$ cat src/disp_cfg.svh
// Dispatch stage sizes
// Shared by the package and every dispatcher block
`ifndef DISP_CFG_SVH
`define DISP_CFG_SVH

// Instructions in flight, one tag each
`define DISP_NUM_TAGS 8

// Parked instructions, kept below the tag count
`define DISP_WB_DEPTH 4

// Register index width, 32 architectural registers
`define DISP_REG_IDX_W 5

// Program counter width
`define DISP_PC_W 16

// One mask bit per thread of the warp
`define DISP_WARP_W 8

// Source operands per instruction
`define DISP_NUM_OPS 2

`endif

$ cat src/disp_pkg.sv
// Dispatch stage types
// Tag, register index, pc, thread mask and wait-buffer entry
`include "disp_cfg.svh"

package disp_pkg;

    // Derived sizes
    localparam int unsigned TAG_W    = $clog2(`DISP_NUM_TAGS);
    localparam int unsigned NUM_REGS = 2 ** `DISP_REG_IDX_W;
    localparam int unsigned NUM_OPS  = `DISP_NUM_OPS;

    typedef logic [TAG_W-1:0]           tag_t;
    typedef logic [`DISP_REG_IDX_W-1:0] reg_idx_t;
    typedef logic [`DISP_PC_W-1:0]      pc_t;
    typedef logic [`DISP_WARP_W-1:0]    act_mask_t;

    // One parked instruction
    // op_tag is only meaningful while the matching op_ready bit is low
    typedef struct packed {
        logic                 valid;
        pc_t                  pc;
        act_mask_t            mask;
        tag_t                 tag;
        reg_idx_t             dst;
        tag_t [NUM_OPS-1:0]   op_tag;
        logic [NUM_OPS-1:0]   op_ready;
    } wb_entry_t;

endpackage : disp_pkg

$ cat src/tag_queue.sv
// Free tag queue
// Circular FIFO holding every unused tag, popped on dispatch, refilled on completion
`include "disp_cfg.svh"

module tag_queue (
    input  logic           clk_i,
    input  logic           arst_n_i,
    // Dispatch takes the head tag
    input  logic           pop_i,
    // Completion returns a tag
    input  logic           push_i,
    input  disp_pkg::tag_t push_tag_i,
    output logic           avail_o,
    output disp_pkg::tag_t tag_o
);

    import disp_pkg::*;

    localparam int unsigned DEPTH = `DISP_NUM_TAGS;

    typedef logic [TAG_W:0] cnt_t;

    // Storage, pointers and fill level
    tag_t mem_q [DEPTH];
    tag_t rd_ptr_q;
    tag_t wr_ptr_q;
    cnt_t count_q;
    logic do_pop;

    // Wrap at the last slot
    function automatic tag_t next_ptr(tag_t ptr);
        return (ptr == tag_t'(DEPTH - 1)) ? '0 : ptr + 1'b1;
    endfunction

    // Never pop an empty queue
    assign do_pop = pop_i && avail_o;

    always_ff @(posedge clk_i or negedge arst_n_i) begin
        if (!arst_n_i) begin
            // Every tag starts free, in ascending order
            for (int i = 0; i < DEPTH; i++) begin
                mem_q[i] <= tag_t'(i);
            end
            rd_ptr_q <= '0;
            wr_ptr_q <= '0;
            count_q  <= cnt_t'(DEPTH);
        end else begin
            if (do_pop) begin
                rd_ptr_q <= next_ptr(rd_ptr_q);
            end
            if (push_i) begin
                mem_q[wr_ptr_q] <= push_tag_i;
                wr_ptr_q        <= next_ptr(wr_ptr_q);
            end
            // Push with pop keeps the level
            if (do_pop && !push_i) begin
                count_q <= count_q - 1'b1;
            end else if (push_i && !do_pop) begin
                count_q <= count_q + 1'b1;
            end
        end
    end

    assign avail_o = (count_q != '0);
    assign tag_o   = mem_q[rd_ptr_q];

endmodule : tag_queue

$ cat src/reg_table.sv
// Register dependency table
// Busy flag and producer tag per register, looked up for each source on dispatch
`include "disp_cfg.svh"

module reg_table (
    input  logic                     clk_i,
    input  logic                     arst_n_i,
    // New instruction and its tag
    input  logic                     insert_i,
    input  disp_pkg::tag_t           tag_i,
    input  disp_pkg::reg_idx_t       dst_i,
    input  disp_pkg::reg_idx_t       src0_i,
    input  disp_pkg::reg_idx_t       src1_i,
    // Completion strobe
    input  logic                     cmpl_valid_i,
    input  disp_pkg::tag_t           cmpl_tag_i,
    // Lookup result per source
    output logic [`DISP_NUM_OPS-1:0] op_ready_o,
    output disp_pkg::tag_t           op_tag0_o,
    output disp_pkg::tag_t           op_tag1_o
);

    import disp_pkg::*;

    logic [NUM_REGS-1:0] busy_q;
    tag_t                owner_q [NUM_REGS];

    // ########################################################################
    // Source lookup
    // ########################################################################

    // Producer tag, the wait buffer ignores it when the source is ready
    assign op_tag0_o = owner_q[src0_i];
    assign op_tag1_o = owner_q[src1_i];

    // Ready when idle, or when its producer retires in this very cycle
    assign op_ready_o[0] = !busy_q[src0_i]
                           || (cmpl_valid_i && owner_q[src0_i] == cmpl_tag_i);
    assign op_ready_o[1] = !busy_q[src1_i]
                           || (cmpl_valid_i && owner_q[src1_i] == cmpl_tag_i);

    // ########################################################################
    // Table update
    // ########################################################################

    always_ff @(posedge clk_i or negedge arst_n_i) begin
        if (!arst_n_i) begin
            busy_q <= '0;
        end else begin
            // Only the current owner may clear its register
            for (int r = 0; r < NUM_REGS; r++) begin
                if (cmpl_valid_i && busy_q[r] && owner_q[r] == cmpl_tag_i) begin
                    busy_q[r] <= 1'b0;
                end
            end
            // Set after the clear, so a new writer beats a retiring one
            if (insert_i) begin
                busy_q[dst_i] <= 1'b1;
            end
        end
    end

    // Producer tags
    always_ff @(posedge clk_i) begin
        if (insert_i) begin
            owner_q[dst_i] <= tag_i;
        end
    end

endmodule : reg_table

$ cat src/wait_buffer.sv
// Wait buffer
// Parks dispatched instructions until both operands are ready, then issues them
`include "disp_cfg.svh"

module wait_buffer (
    input  logic                     clk_i,
    input  logic                     arst_n_i,
    // Insertion from the dispatcher
    input  logic                     insert_i,
    input  disp_pkg::pc_t            pc_i,
    input  disp_pkg::act_mask_t      mask_i,
    input  disp_pkg::tag_t           tag_i,
    input  disp_pkg::reg_idx_t       dst_i,
    input  disp_pkg::tag_t           op_tag0_i,
    input  disp_pkg::tag_t           op_tag1_i,
    input  logic [`DISP_NUM_OPS-1:0] op_ready_i,
    output logic                     space_o,
    // Completion strobe
    input  logic                     cmpl_valid_i,
    input  disp_pkg::tag_t           cmpl_tag_i,
    // Four-phase issue port
    output logic                     iss_req_o,
    input  logic                     iss_ack_i,
    output disp_pkg::pc_t            iss_pc_o,
    output disp_pkg::act_mask_t      iss_mask_o,
    output disp_pkg::tag_t           iss_tag_o,
    output disp_pkg::reg_idx_t       iss_dst_o
);

    import disp_pkg::*;

    localparam int unsigned DEPTH = `DISP_WB_DEPTH;
    localparam int unsigned IDX_W = (DEPTH > 1) ? $clog2(DEPTH) : 1;

    typedef enum logic {
        ISS_IDLE,
        ISS_REQ
    } iss_state_e;

    wb_entry_t        entry_q [DEPTH];
    wb_entry_t        new_entry;
    iss_state_e       state_q;
    logic [IDX_W-1:0] iss_idx_q;
    logic             iss_start;

    // Slot search results
    logic             free_found;
    logic [IDX_W-1:0] free_idx;
    logic             rdy_found;
    logic [IDX_W-1:0] rdy_idx;

    // ########################################################################
    // Slot search
    // ########################################################################

    always_comb begin
        free_found = 1'b0;
        free_idx   = '0;
        rdy_found  = 1'b0;
        rdy_idx    = '0;
        // Scan downwards, lowest index wins
        for (int i = DEPTH - 1; i >= 0; i--) begin
            if (!entry_q[i].valid) begin
                free_found = 1'b1;
                free_idx   = IDX_W'(i);
            end
            if (entry_q[i].valid && (&entry_q[i].op_ready)) begin
                rdy_found = 1'b1;
                rdy_idx   = IDX_W'(i);
            end
        end
    end

    assign space_o = free_found;

    // Incoming instruction as stored
    always_comb begin
        new_entry          = '0;
        new_entry.valid    = 1'b1;
        new_entry.pc       = pc_i;
        new_entry.mask     = mask_i;
        new_entry.tag      = tag_i;
        new_entry.dst      = dst_i;
        new_entry.op_tag   = {op_tag1_i, op_tag0_i};
        new_entry.op_ready = op_ready_i;
    end

    // ########################################################################
    // Entry storage
    // ########################################################################

    always_ff @(posedge clk_i or negedge arst_n_i) begin
        if (!arst_n_i) begin
            for (int i = 0; i < DEPTH; i++) begin
                entry_q[i].valid <= 1'b0;
            end
        end else begin
            // Wake every operand waiting on the finished tag
            for (int i = 0; i < DEPTH; i++) begin
                for (int o = 0; o < NUM_OPS; o++) begin
                    if (cmpl_valid_i && entry_q[i].valid && !entry_q[i].op_ready[o]
                        && entry_q[i].op_tag[o] == cmpl_tag_i) begin
                        entry_q[i].op_ready[o] <= 1'b1;
                    end
                end
            end
            // Acknowledged issue frees its slot
            if (state_q == ISS_REQ && iss_ack_i) begin
                entry_q[iss_idx_q].valid <= 1'b0;
            end
            // Never the issuing slot, that one is still valid
            if (insert_i && free_found) begin
                entry_q[free_idx] <= new_entry;
            end
        end
    end

    // ########################################################################
    // Issue FSM
    // ########################################################################

    // Start only once the previous acknowledge has dropped
    assign iss_start = (state_q == ISS_IDLE) && rdy_found && !iss_ack_i;

    always_ff @(posedge clk_i or negedge arst_n_i) begin
        if (!arst_n_i) begin
            state_q   <= ISS_IDLE;
            iss_idx_q <= '0;
        end else begin
            case (state_q)
                ISS_IDLE: begin
                    if (iss_start) begin
                        state_q   <= ISS_REQ;
                        iss_idx_q <= rdy_idx;
                    end
                end
                ISS_REQ: begin
                    // Request falls on the acknowledge edge
                    if (iss_ack_i) begin
                        state_q <= ISS_IDLE;
                    end
                end
                default: state_q <= ISS_IDLE;
            endcase
        end
    end

    // Payload held stable while the request is up
    always_ff @(posedge clk_i) begin
        if (iss_start) begin
            iss_pc_o   <= entry_q[rdy_idx].pc;
            iss_mask_o <= entry_q[rdy_idx].mask;
            iss_tag_o  <= entry_q[rdy_idx].tag;
            iss_dst_o  <= entry_q[rdy_idx].dst;
        end
    end

    assign iss_req_o = (state_q == ISS_REQ);

endmodule : wait_buffer

$ cat src/dispatcher.sv
// SIMT dispatch stage, top level
// Tags each decoded instruction, tracks register dependencies and issues out of order
`include "disp_cfg.svh"

module dispatcher (
    input  logic                clk_i,
    input  logic                arst_n_i,
    // Four-phase decode port
    input  logic                dec_req_i,
    output logic                dec_ack_o,
    input  disp_pkg::pc_t       dec_pc_i,
    input  disp_pkg::act_mask_t dec_mask_i,
    input  disp_pkg::reg_idx_t  dec_dst_i,
    input  disp_pkg::reg_idx_t  dec_src0_i,
    input  disp_pkg::reg_idx_t  dec_src1_i,
    // Four-phase issue port
    output logic                iss_req_o,
    input  logic                iss_ack_i,
    output disp_pkg::pc_t       iss_pc_o,
    output disp_pkg::act_mask_t iss_mask_o,
    output disp_pkg::tag_t      iss_tag_o,
    output disp_pkg::reg_idx_t  iss_dst_o,
    // Completion strobe from the execution unit
    input  logic                cmpl_valid_i,
    input  disp_pkg::tag_t      cmpl_tag_i
);

    import disp_pkg::*;

    // Tag queue
    logic               tag_avail;
    tag_t               free_tag;
    // Register table lookup
    logic [NUM_OPS-1:0] op_ready;
    tag_t               op_tag0;
    tag_t               op_tag1;
    // Wait buffer
    logic               wb_space;
    // Decode acceptance
    logic               insert;
    logic               dec_ack_q;

    // ########################################################################
    // Decode handshake
    // ########################################################################

    // Accept a fresh request when a tag and a slot are both free
    assign insert = dec_req_i && !dec_ack_q && tag_avail && wb_space;

    always_ff @(posedge clk_i or negedge arst_n_i) begin
        if (!arst_n_i) begin
            dec_ack_q <= 1'b0;
        end else begin
            // Held until the request falls
            dec_ack_q <= insert || (dec_ack_q && dec_req_i);
        end
    end

    assign dec_ack_o = dec_ack_q;

    // ########################################################################
    // Sub-blocks
    // ########################################################################

    tag_queue u_tag_queue (
        .clk_i      (clk_i),
        .arst_n_i   (arst_n_i),
        .pop_i      (insert),
        .push_i     (cmpl_valid_i),
        .push_tag_i (cmpl_tag_i),
        .avail_o    (tag_avail),
        .tag_o      (free_tag)
    );

    reg_table u_reg_table (
        .clk_i        (clk_i),
        .arst_n_i     (arst_n_i),
        .insert_i     (insert),
        .tag_i        (free_tag),
        .dst_i        (dec_dst_i),
        .src0_i       (dec_src0_i),
        .src1_i       (dec_src1_i),
        .cmpl_valid_i (cmpl_valid_i),
        .cmpl_tag_i   (cmpl_tag_i),
        .op_ready_o   (op_ready),
        .op_tag0_o    (op_tag0),
        .op_tag1_o    (op_tag1)
    );

    wait_buffer u_wait_buffer (
        .clk_i        (clk_i),
        .arst_n_i     (arst_n_i),
        .insert_i     (insert),
        .pc_i         (dec_pc_i),
        .mask_i       (dec_mask_i),
        .tag_i        (free_tag),
        .dst_i        (dec_dst_i),
        .op_tag0_i    (op_tag0),
        .op_tag1_i    (op_tag1),
        .op_ready_i   (op_ready),
        .space_o      (wb_space),
        .cmpl_valid_i (cmpl_valid_i),
        .cmpl_tag_i   (cmpl_tag_i),
        .iss_req_o    (iss_req_o),
        .iss_ack_i    (iss_ack_i),
        .iss_pc_o     (iss_pc_o),
        .iss_mask_o   (iss_mask_o),
        .iss_tag_o    (iss_tag_o),
        .iss_dst_o    (iss_dst_o)
    );

    // A full buffer has to leave tags for the instructions already issued
    if (`DISP_WB_DEPTH >= `DISP_NUM_TAGS) begin : gen_depth_check
        $fatal(1, "DISP_WB_DEPTH must be smaller than DISP_NUM_TAGS");
    end

endmodule : dispatcher

$ cat config.mk
export PLATFORM = sky130hd
export DESIGN_NAME = dispatcher
export DESIGN_NICKNAME = d
export VERILOG_FILES = /design/src/disp_pkg.sv /design/src/tag_queue.sv /design/src/reg_table.sv /design/src/wait_buffer.sv /design/src/dispatcher.sv
export VERILOG_INCLUDE_DIRS = /design/src /design/src/src
export SDC_FILE = /design/constraint.sdc
export NUM_CORES = 1
export LEC_CHECK = 0
export ABC_CLOCK_PERIOD_IN_PS = 4000
export BUFFER_PORTS_ARGS = -buffer_cell sky130_fd_sc_hd__buf_4
export CAP_MARGIN = 10
export CORE_ASPECT_RATIO = 1.75
export CORE_MARGIN = 1.5
export CORE_UTILIZATION = 47
export DETAILED_ROUTE_END_ITERATION = 8
export PLACE_DENSITY = 0.72
export SLEW_MARGIN = 20
export SYNTH_ARGS = -nofsm -noshare
export SYNTH_HDL_FRONTEND = slang
export SYNTH_SLANG_ARGS = --single-unit
$ cat constraint.sdc
create_clock -name clk_i -period 4 [get_ports clk_i]
set_input_delay 0.4 -clock clk_i [delete_from_list [all_inputs] [get_ports clk_i]]
set_output_delay 0.4 -clock clk_i [all_outputs]
set_load 0.01 [all_outputs]
==> key figures, run 1 <==
Detailed routing
  – DRC errors left: 0
  – First drt pass iteration count: 5
  – WL per Instance: 23.4 microns
  – ANT nets after route: 0
  – Via Count: around 11k
  – Drt initial violations: about 850
  – Final WL: 44600 microns
  – Vias per cell: 6.01

Critical path
  – Max FO, Critical Path: 15
  – Critical path capture point type: register
  – Worst setup path category: reg -> reg
  – Critical Path Source Type: register
  – Critical-path cell list: or4_1 -> nand3b_1 -> a41o_1 -> inv_1 -> nand3_1 -> nor2_1
  – CP bufs+invs: 1
  – Family with the most delay on the worst path: simple AND/OR/NAND/NOR gates
  – Data required, critical path: 4.19 ns
  – Slowest-stage cell, CP: nand3_1
  – Slowest Stage Delay on Critical Path: just over 0.7 ns
  – Worst Path Arrival: 3.24 ns

Timing
  – Setup violators final: 0
  – Final Cycle Share: 76.4%
  – Min Tclk post-route: 3.05 ns
  – Rel. slew slack: 30.7%
  – Worst slew pin tran: 1.03 ns
  – Clk_skew: 0.0226 ns
  – RSZ-0062 raised after global routing: no
  – Max Fclk: around 330 MHz
  – PnR worst setup slack: 0.946 ns
  – Setup Total Neg Slack: 0 ns
  – Final hold vios: 0
  – Slew Viols, Final: 0

Placed design
  – Final GP Congestion: 0.883
  – IO buf count: 80
  – DP Wirelength: 28800 microns
  – DP Worst Slack: 0.945 ns

Power
  – Int Power: 8.30 mW
  – Net switching power: 3.68 mW
  – P per Cell Area: between 500 and 600 nW/um^2
  – Pleak: 7.30 nW
  – Combinational power share: 24.8%
  – Power share of the clock group: 29.1%
  – Switching Fraction: 30.7%
  – Seq pwr share: approximately 46%
  – Power Total: 12.0 mW
  – Peak supply drop: slightly above 500 uV

Global route
  – GRT Total Usage: 23.3%
  – Initial antenna violation count: 0
  – Pin count of the biggest net entering global routing: between 60 and 70
  – Vias in the first global route: 12.2k
  – First-pass GRT wire length: 68300 microns
  – GRT overflow: 0

CTS
  – Clk sinks: about 360
  – Htree depth: 2
  – Latest clock arrival within the worst-skew pair: 0.54 ns
  – CTS tree: done
  – Total CTS buffers: 35
  – Worst-path clk slew: 0.06 ns
  – CTS root buf: clkbuf_16
  – Max Buffers Root-to-Sink: 3
  – Post-CTS Repair Setup Buffers: 0

Final layout
  – Fill count: roughly 3k
  – Synthesis-to-layout area growth: 12.3%
  – Number of nets in the layout: 1456
  – Layout cells sized above 1: 17.9%
  – ANT cells: 0

Floorplan
  – Die span in x: 150 microns
  – Initial core utilization: 47.6%
  – Total core area: approximately 37000 sq um
  – Full die area: around 40000 sq um
  – Die height: between 200 and 300 microns
  – Num rows: 94
  – Num ports: ~80

Logic synthesis
  – Seq/Total Area, Yosys: 59.1%
  – #FFs+latches synth: 362
  – Cell count after synthesis: 1372
  – Ys async rst share: between 20% and 30%
  – Post-Syn Nets: 1426
  – Netlist cell types: 47
  – EDFF count, synth: 288
  – Netlist Area Pre-Place: ~18000 sq um
  – Synthesis Warnings: 0
  – Post-Syn Area per Cell: 13.0 sq um
  – Post-synth top flop: edfxtp_1

Job
  – Max Cap Viol: 0

Run status
  – Status: finished, final reports clean

Hold path
  – Worst hold path class: in -> reg
## logic make-up after synthesis
group | synth area share, %
compound gates | 8.36
xor+xnor | 6.45
fa+ha+maj | 0.492
buf+inv | 2.71
flops | 59.1
mux | 11.6
simple gates | 11.3
## synth_stat cells, types with 4 or more instances
library cell	count	share of area, %
a211oi_1	36	1.5
a21oi_1	14	0.39
a22oi_1	32	1.4
a31oi_1	34	1.2
a41oi_1	8	0.39
and2_0	6	0.21
and2_1	152	5.3
buf_1	10	0.21
buf_2	8	0.23
buf_6	4	0.25
clkbuf_1	83	1.8
dfrtp_1	61	8.6
dfstp_2	13	1.9
edfxtp_1	288	49
ha_1	7	0.49
inv_1	8	0.17
mux2_2	31	2.0
mux2i_1	72	4.1
mux4_2	42	5.3
nand2_1	100	2.1
nand2b_1	4	0.14
nand3_1	11	0.31
nand3b_1	4	0.17
nor2_1	78	1.6
nor2b_1	6	0.21
nor3_1	8	0.23
o21ai_0	43	1.2
o21ai_1	8	0.23
o41ai_1	32	1.6
or3_1	4	0.14
or4_1	5	0.21
xnor2_1	25	1.2
xor2_1	106	5.2
## per-stage QoR
step                      std cells  hold WS [ns]  instance area, sq um  util, %
after global placement         1844         0.313                 18800     50.1
after CTS                      1908        0.0363                 20000     53.4
after floorplan                1372         0.104                 17800        -
final                          1908        0.0612                 20000     53.4
after global routing           1908        0.0550                 20000     53.4
after detailed placement       1844         0.312                 18800     50.1
## routing by layer
metal	track usage (%)	wire (microns)	part of all wire [%]	up-vias
met4	15.1	2990	6.7	0
li1	-	-	-	5120
met1	24.3	15500	35	5723
met3	3.29	2340	5.2	163
met2	42.9	23800	53	458
met5	0	0	0	-
## state kept, by name, summed over array words and instances (netlist names)
name / cells
dec_ack_o: 1
u_reg_table.busy_q: 32
u_reg_table.owner_q: 96
u_tag_queue.count_q: 4
u_tag_queue.mem_q: 24
u_tag_queue.rd_ptr_q: 3
u_tag_queue.wr_ptr_q: 3
u_wait_buffer.entry_q: 164
u_wait_buffer.iss_dst_o: 5
u_wait_buffer.iss_idx_q: 2
u_wait_buffer.iss_mask_o: 8
u_wait_buffer.iss_pc_o: 16
u_wait_buffer.iss_req_o: 1
u_wait_buffer.iss_tag_o: 3
## what timing repair did
action	4_1_cts	5_1_grt
endpoints found under the setup margin	0	0
hold buffers	1	0
resized for setup	0	0
hold endpoints to repair	16	0
## layout make-up
cell class	instances	area, sq um	area share [%]
inverters	9	33.8	0.169
repair buffers	100	778	3.90
flip-flops and latches	362	10500	52.6
multi-input cells	894	6840	34.2
well taps	480	601	3.01
clock buffers	49	1020	5.12
clock inverters	14	190	0.952
## power by group through the flow
| stage | Combinational, mW | Clock, mW | Sequential [mW] |
|---|---|---|---|
| floorplan | 1.92 | 0 | 5.45 |
| global placement | 2.93 | 0 | 5.56 |
| detailed placement | 3.00 | 0 | 5.58 |
| CTS | 3.01 | 3.55 | 5.51 |
| global route | 3.24 | 3.67 | 5.57 |
| finish | 2.97 | 3.49 | 5.51 |
## cell usage in the layout, fill, tap and decap left out, types with 4 or more instances in the layout
master     Yosys  final
edfxtp_1     288    288
and2_1       152    148
xor2_1       106    106
nand2_1      100     99
buf_4          2     97
nor2_1        78     77
mux2i_1       72     72
dfrtp_1       61     61
o21ai_0       43     43
mux4_2        42     42
clkbuf_16      0     38
a211oi_1      36     36
a31oi_1       34     34
a22oi_1       32     32
o41ai_1       32     32
mux2_2        31     31
xnor2_1       25     25
a21oi_1       14     13
dfstp_2       13     13
nand3_1       11     10
inv_1          8      8
a41oi_1        8      8
o21ai_1        8      8
clkbuf_1      83      8
ha_1           7      7
and2_0         6      6
nor2b_1        6      6
or4_1          5      5
nor3_1         8      5
nand2b_1       4      4
nand3b_1       4      4
or3_1          4      4
bufinv_16      0      4
clkinv_2       0      4
## final timing paths
check | from | end | slack, ns | cells past startpoint
worst max-delay path | u_tag_queue.count_q[3] | u_reg_table.owner_q[27][1] | 0.95 | 6
worst min-delay path | iss_ack_i | u_wait_buffer.iss_req_o | 0.06 | 2
worst max register to register | u_tag_queue.count_q[3] | u_reg_table.owner_q[27][1] | 0.95 | 6
worst min register to register | u_tag_queue.mem_q[17] | u_tag_queue.mem_q[17] | 0.50 | 1
max in group asynchronous | arst_n_i | u_reg_table.busy_q[25] | 2.30 | 4
min in group asynchronous | arst_n_i | u_tag_queue.wr_ptr_q[2] | 0.30 | 2
(Power assumes the default switching activity.)
==> run 2: changes to the inputs <==
--- a/config.mk
+++ b/config.mk
@@ -6,14 +6,14 @@
 export SDC_FILE = /design/constraint.sdc
 export NUM_CORES = 1
 export LEC_CHECK = 0
-export ABC_CLOCK_PERIOD_IN_PS = 4000
+export ABC_CLOCK_PERIOD_IN_PS = 2900
 export BUFFER_PORTS_ARGS = -buffer_cell sky130_fd_sc_hd__buf_4
 export CAP_MARGIN = 10
 export CORE_ASPECT_RATIO = 1.75
 export CORE_MARGIN = 1.5
 export CORE_UTILIZATION = 47
 export DETAILED_ROUTE_END_ITERATION = 8
-export PLACE_DENSITY = 0.72
+export PLACE_DENSITY = 0.7
 export SLEW_MARGIN = 20
 export SYNTH_ARGS = -nofsm -noshare
 export SYNTH_HDL_FRONTEND = slang
==> constraint.sdc (replaced) <==
create_clock -name clk_i -period 2.9 [get_ports clk_i]
set_input_delay 0.29 -clock clk_i [delete_from_list [all_inputs] [get_ports clk_i]]
set_output_delay 0.29 -clock clk_i [all_outputs]
set_load 0.01 [all_outputs]
==> key figures, run 2 (synthesis results as in run 1) <==
Global route
  – GRT Total Usage: 23.8% (+0.57 points)
  – Pin count of the biggest net entering global routing: 44 (-32%)
  – Initial antenna violation count: 1 (+1)
  – Vias in the first global route: 12.3k (+1.1%)
  – First-pass GRT wire length: 69900 microns (+2.4%)
  – GRT overflow: 0 (unchanged)

Critical path
  – Crit path top cell by count: xor2_1
  – Slowest Stage Delay on Critical Path: 0.53 ns (-0.18 ns)
  – Critical Path Source Type: register
  – Critical-path cell list: or4_1 -> nand3b_1 -> a41o_1 -> inv_1 -> ha_1 -> xor2_1 -> ha_1 -> a21oi_1 -> xor2_1 -> nor2_1 -> xor2_1
  – Data required, critical path: 3.30 ns (-0.89 ns)
  – Worst Path Arrival: 3.04 ns (-0.20 ns)
  – Slowest-stage cell, CP: or4_1
  – Critical path capture point type: register
  – Max FO, Critical Path: 6 (-9)
  – Worst setup path category: reg -> reg

Placed design
  – DP Worst Slack: 0.158 ns (-0.787 ns)
  – Final GP Congestion: 0.963 (+9.0%)
  – IO buf count: 80 (unchanged)
  – DP Wirelength: 30400 microns (+5.3%)

Final layout
  – Layout cells sized above 1: 19.3% (+1.3 points)
  – ANT cells: 0 (unchanged)
  – Register with the most flip-flops: u_wait_buffer.entry_q
  – Commonest cells after routing, fill and taps aside: 288 x edfxtp_1, 148 x and2_1, 123 x buf_4, 106 x xor2_1, 99 x nand2_1
  – Final Util: 53.9% (+0.52 points)
  – Max reg flops: 164 (unchanged)
  – Commonest non-fill, non-tap cell in the layout: edfxtp_1
  – Largest regs: u_wait_buffer.entry_q: 164 flops, u_reg_table.owner_q: 96 flops, u_reg_table.busy_q: 32 flops
  – Number of nets in the layout: 1487 (+2.1%)
  – Synthesis-to-layout area growth: 13.4%

Detailed routing
  – ANT nets after route: 0 (unchanged)
  – Drt initial violations: 866 (+2.5%)
  – Vias per cell: 6.01 (about the same)
  – DRC errors left: 0 (unchanged)
  – Via Count: 11.6k (+1.6%)
  – First drt pass iteration count: 5 (unchanged)
  – Final WL: 45700 microns (+2.5%)
  – WL per Instance: 23.6 microns (+0.91%)

Timing
  – Final Cycle Share: 90.9% (+15 points)
  – RSZ-0062 raised after global routing: no
  – Min Tclk post-route: 2.64 ns (-0.419 ns)
  – Setup Total Neg Slack: 0 ns (unchanged)
  – Rel. slew slack: 30.6% (-0.14 points)
  – Hold Slack: 0.0702 ns (+0.00903 ns)
  – Slew Viols, Final: 0 (unchanged)
  – Final hold vios: 0 (unchanged)
  – Worst slew pin tran: 1.04 ns (+0.0151 ns)
  – Clk_skew: 0.0198 ns (-0.00278 ns)
  – Max Fclk: 379 MHz (+16%)
  – PnR worst setup slack: 0.264 ns (-0.681 ns)
  – Setup violators final: 0 (unchanged)

Floorplan
  – Initial core utilization: 47.6% (unchanged)
  – Die height: 260 microns (unchanged)
  – Die span in x: 150 microns (unchanged)
  – Num rows: 94 (unchanged)
  – Full die area: 39100 sq um (unchanged)
  – Total core area: 37400 sq um (unchanged)
  – Num ports: 81 (unchanged)

Power
  – Power share of the clock group: 27.6% (-1.5 points)
  – Power Total: 16.4 mW (+37%)
  – P per Cell Area: 815 nW/um^2 (+36%)
  – Net switching power: 5.09 mW (+38%)
  – Pleak: 7.41 nW (+1.4%)
  – Combinational power share: 26.3% (+1.5 points)
  – Seq pwr share: 46.2% (+0.2 points)
  – Int Power: 11.4 mW (+37%)
  – Peak supply drop: 592 uV (+17%)
  – Switching Fraction: 30.9% (+0.21 points)

Hold path
  – Worst hold path class: in -> reg

CTS
  – Max Buffers Root-to-Sink: 3 (unchanged)
  – Total CTS buffers: 35 (unchanged)
  – CTS root buf: clkbuf_16
  – Post_cts resized: 0 (unchanged)
  – Htree depth: 2 (unchanged)
  – CTS tree: done
  – Post-CTS Repair Setup Buffers: 0 (unchanged)
  – Latest clock arrival within the worst-skew pair: 0.53 ns (about the same)
  – Worst-path clk slew: 0.06 ns (about the same)
  – Clk sinks: 362 (unchanged)

Run status
  – Status: finished, final reports clean

Job
  – Max Cap Viol: 0 (unchanged)
-- run 2: layout make-up --
| cell class | count | area (sq um) |
|---|---|---|
| repair buffers | 131 | 1060 |
| multi-input cells | 894 | 6840 |
| clock buffers | 46 | 927 |
| clock inverters | 16 | 189 |
| well taps | 480 | 601 |
| flip-flops and latches | 362 | 10500 |
| fillers | 3148 | 17200 |
| inverters | 9 | 33.8 |
-- run 2: metal layers --
layer | vias to the layer above | global-route usage (%) | routed length (microns)
met2 | 492 | 44.0 | 24500
met3 | 174 | 2.97 | 2440
met4 | 2 | 15.4 | 3250
met1 | 5803 | 25.1 | 15500
met5 | - | 0 | 10
li1 | 5178 | - | -
-- run 2: repair_timing --
action,CTS,global route
hold buffers,3,0
setup endpoints to repair,0,0
hold endpoints to repair,63,0
-- run 2: metrics by stage --
stage / cell area (sq um) / cells
6_report: 20200 / 1938
3_3_place_gp: 19000 / 1872
5_1_grt: 20200 / 1938
2_1_floorplan: 17800 / 1372
4_1_cts: 20100 / 1937
3_5_place_dp: 19000 / 1872
-- run 2: critical path, delay by kind of cell, from the launching register on --
| kind | cells | cell delay (ns) |
|---|---|---|
| flip-flops | 1 | 0.45 |
| XOR/XNOR | 3 | 0.48 |
| adder cells (fa/ha/maj) | 2 | 0.46 |
| AO/OA/AOI/OAI | 2 | 0.30 |
| buffers and inverters | 1 | 0.10 |
| AND/OR/NAND/NOR | 3 | 0.73 |
-- run 2: path summary, 6_finish.rpt --
check / slack [ns] / cells after the start / start / endpoint
max: 0.26 / 11 / u_tag_queue.count_q[0] / u_tag_queue.count_q[2]
min: 0.07 / 2 / dec_pc_i[14] / u_wait_buffer.entry_q[120]
max reg2reg: 0.26 / 11 / u_tag_queue.count_q[0] / u_tag_queue.count_q[2]
min reg2reg: 0.50 / 2 / dec_ack_o / dec_ack_o
max in group asynchronous: 1.97 / 3 / arst_n_i / u_reg_table.busy_q[18]
min in group asynchronous: 0.48 / 3 / arst_n_i / u_reg_table.busy_q[1]
-- run 2: power groups by stage --
stage | logic [mW] | clock network, mW | registers, mW
floorplan | 2.65 | 0 | 7.51
CTS | 4.36 | 4.61 | 7.58
finish | 4.32 | 4.53 | 7.59
detailed placement | 4.35 | 0 | 7.68
global route | 4.71 | 4.79 | 7.67
global placement | 4.27 | 0 | 7.65
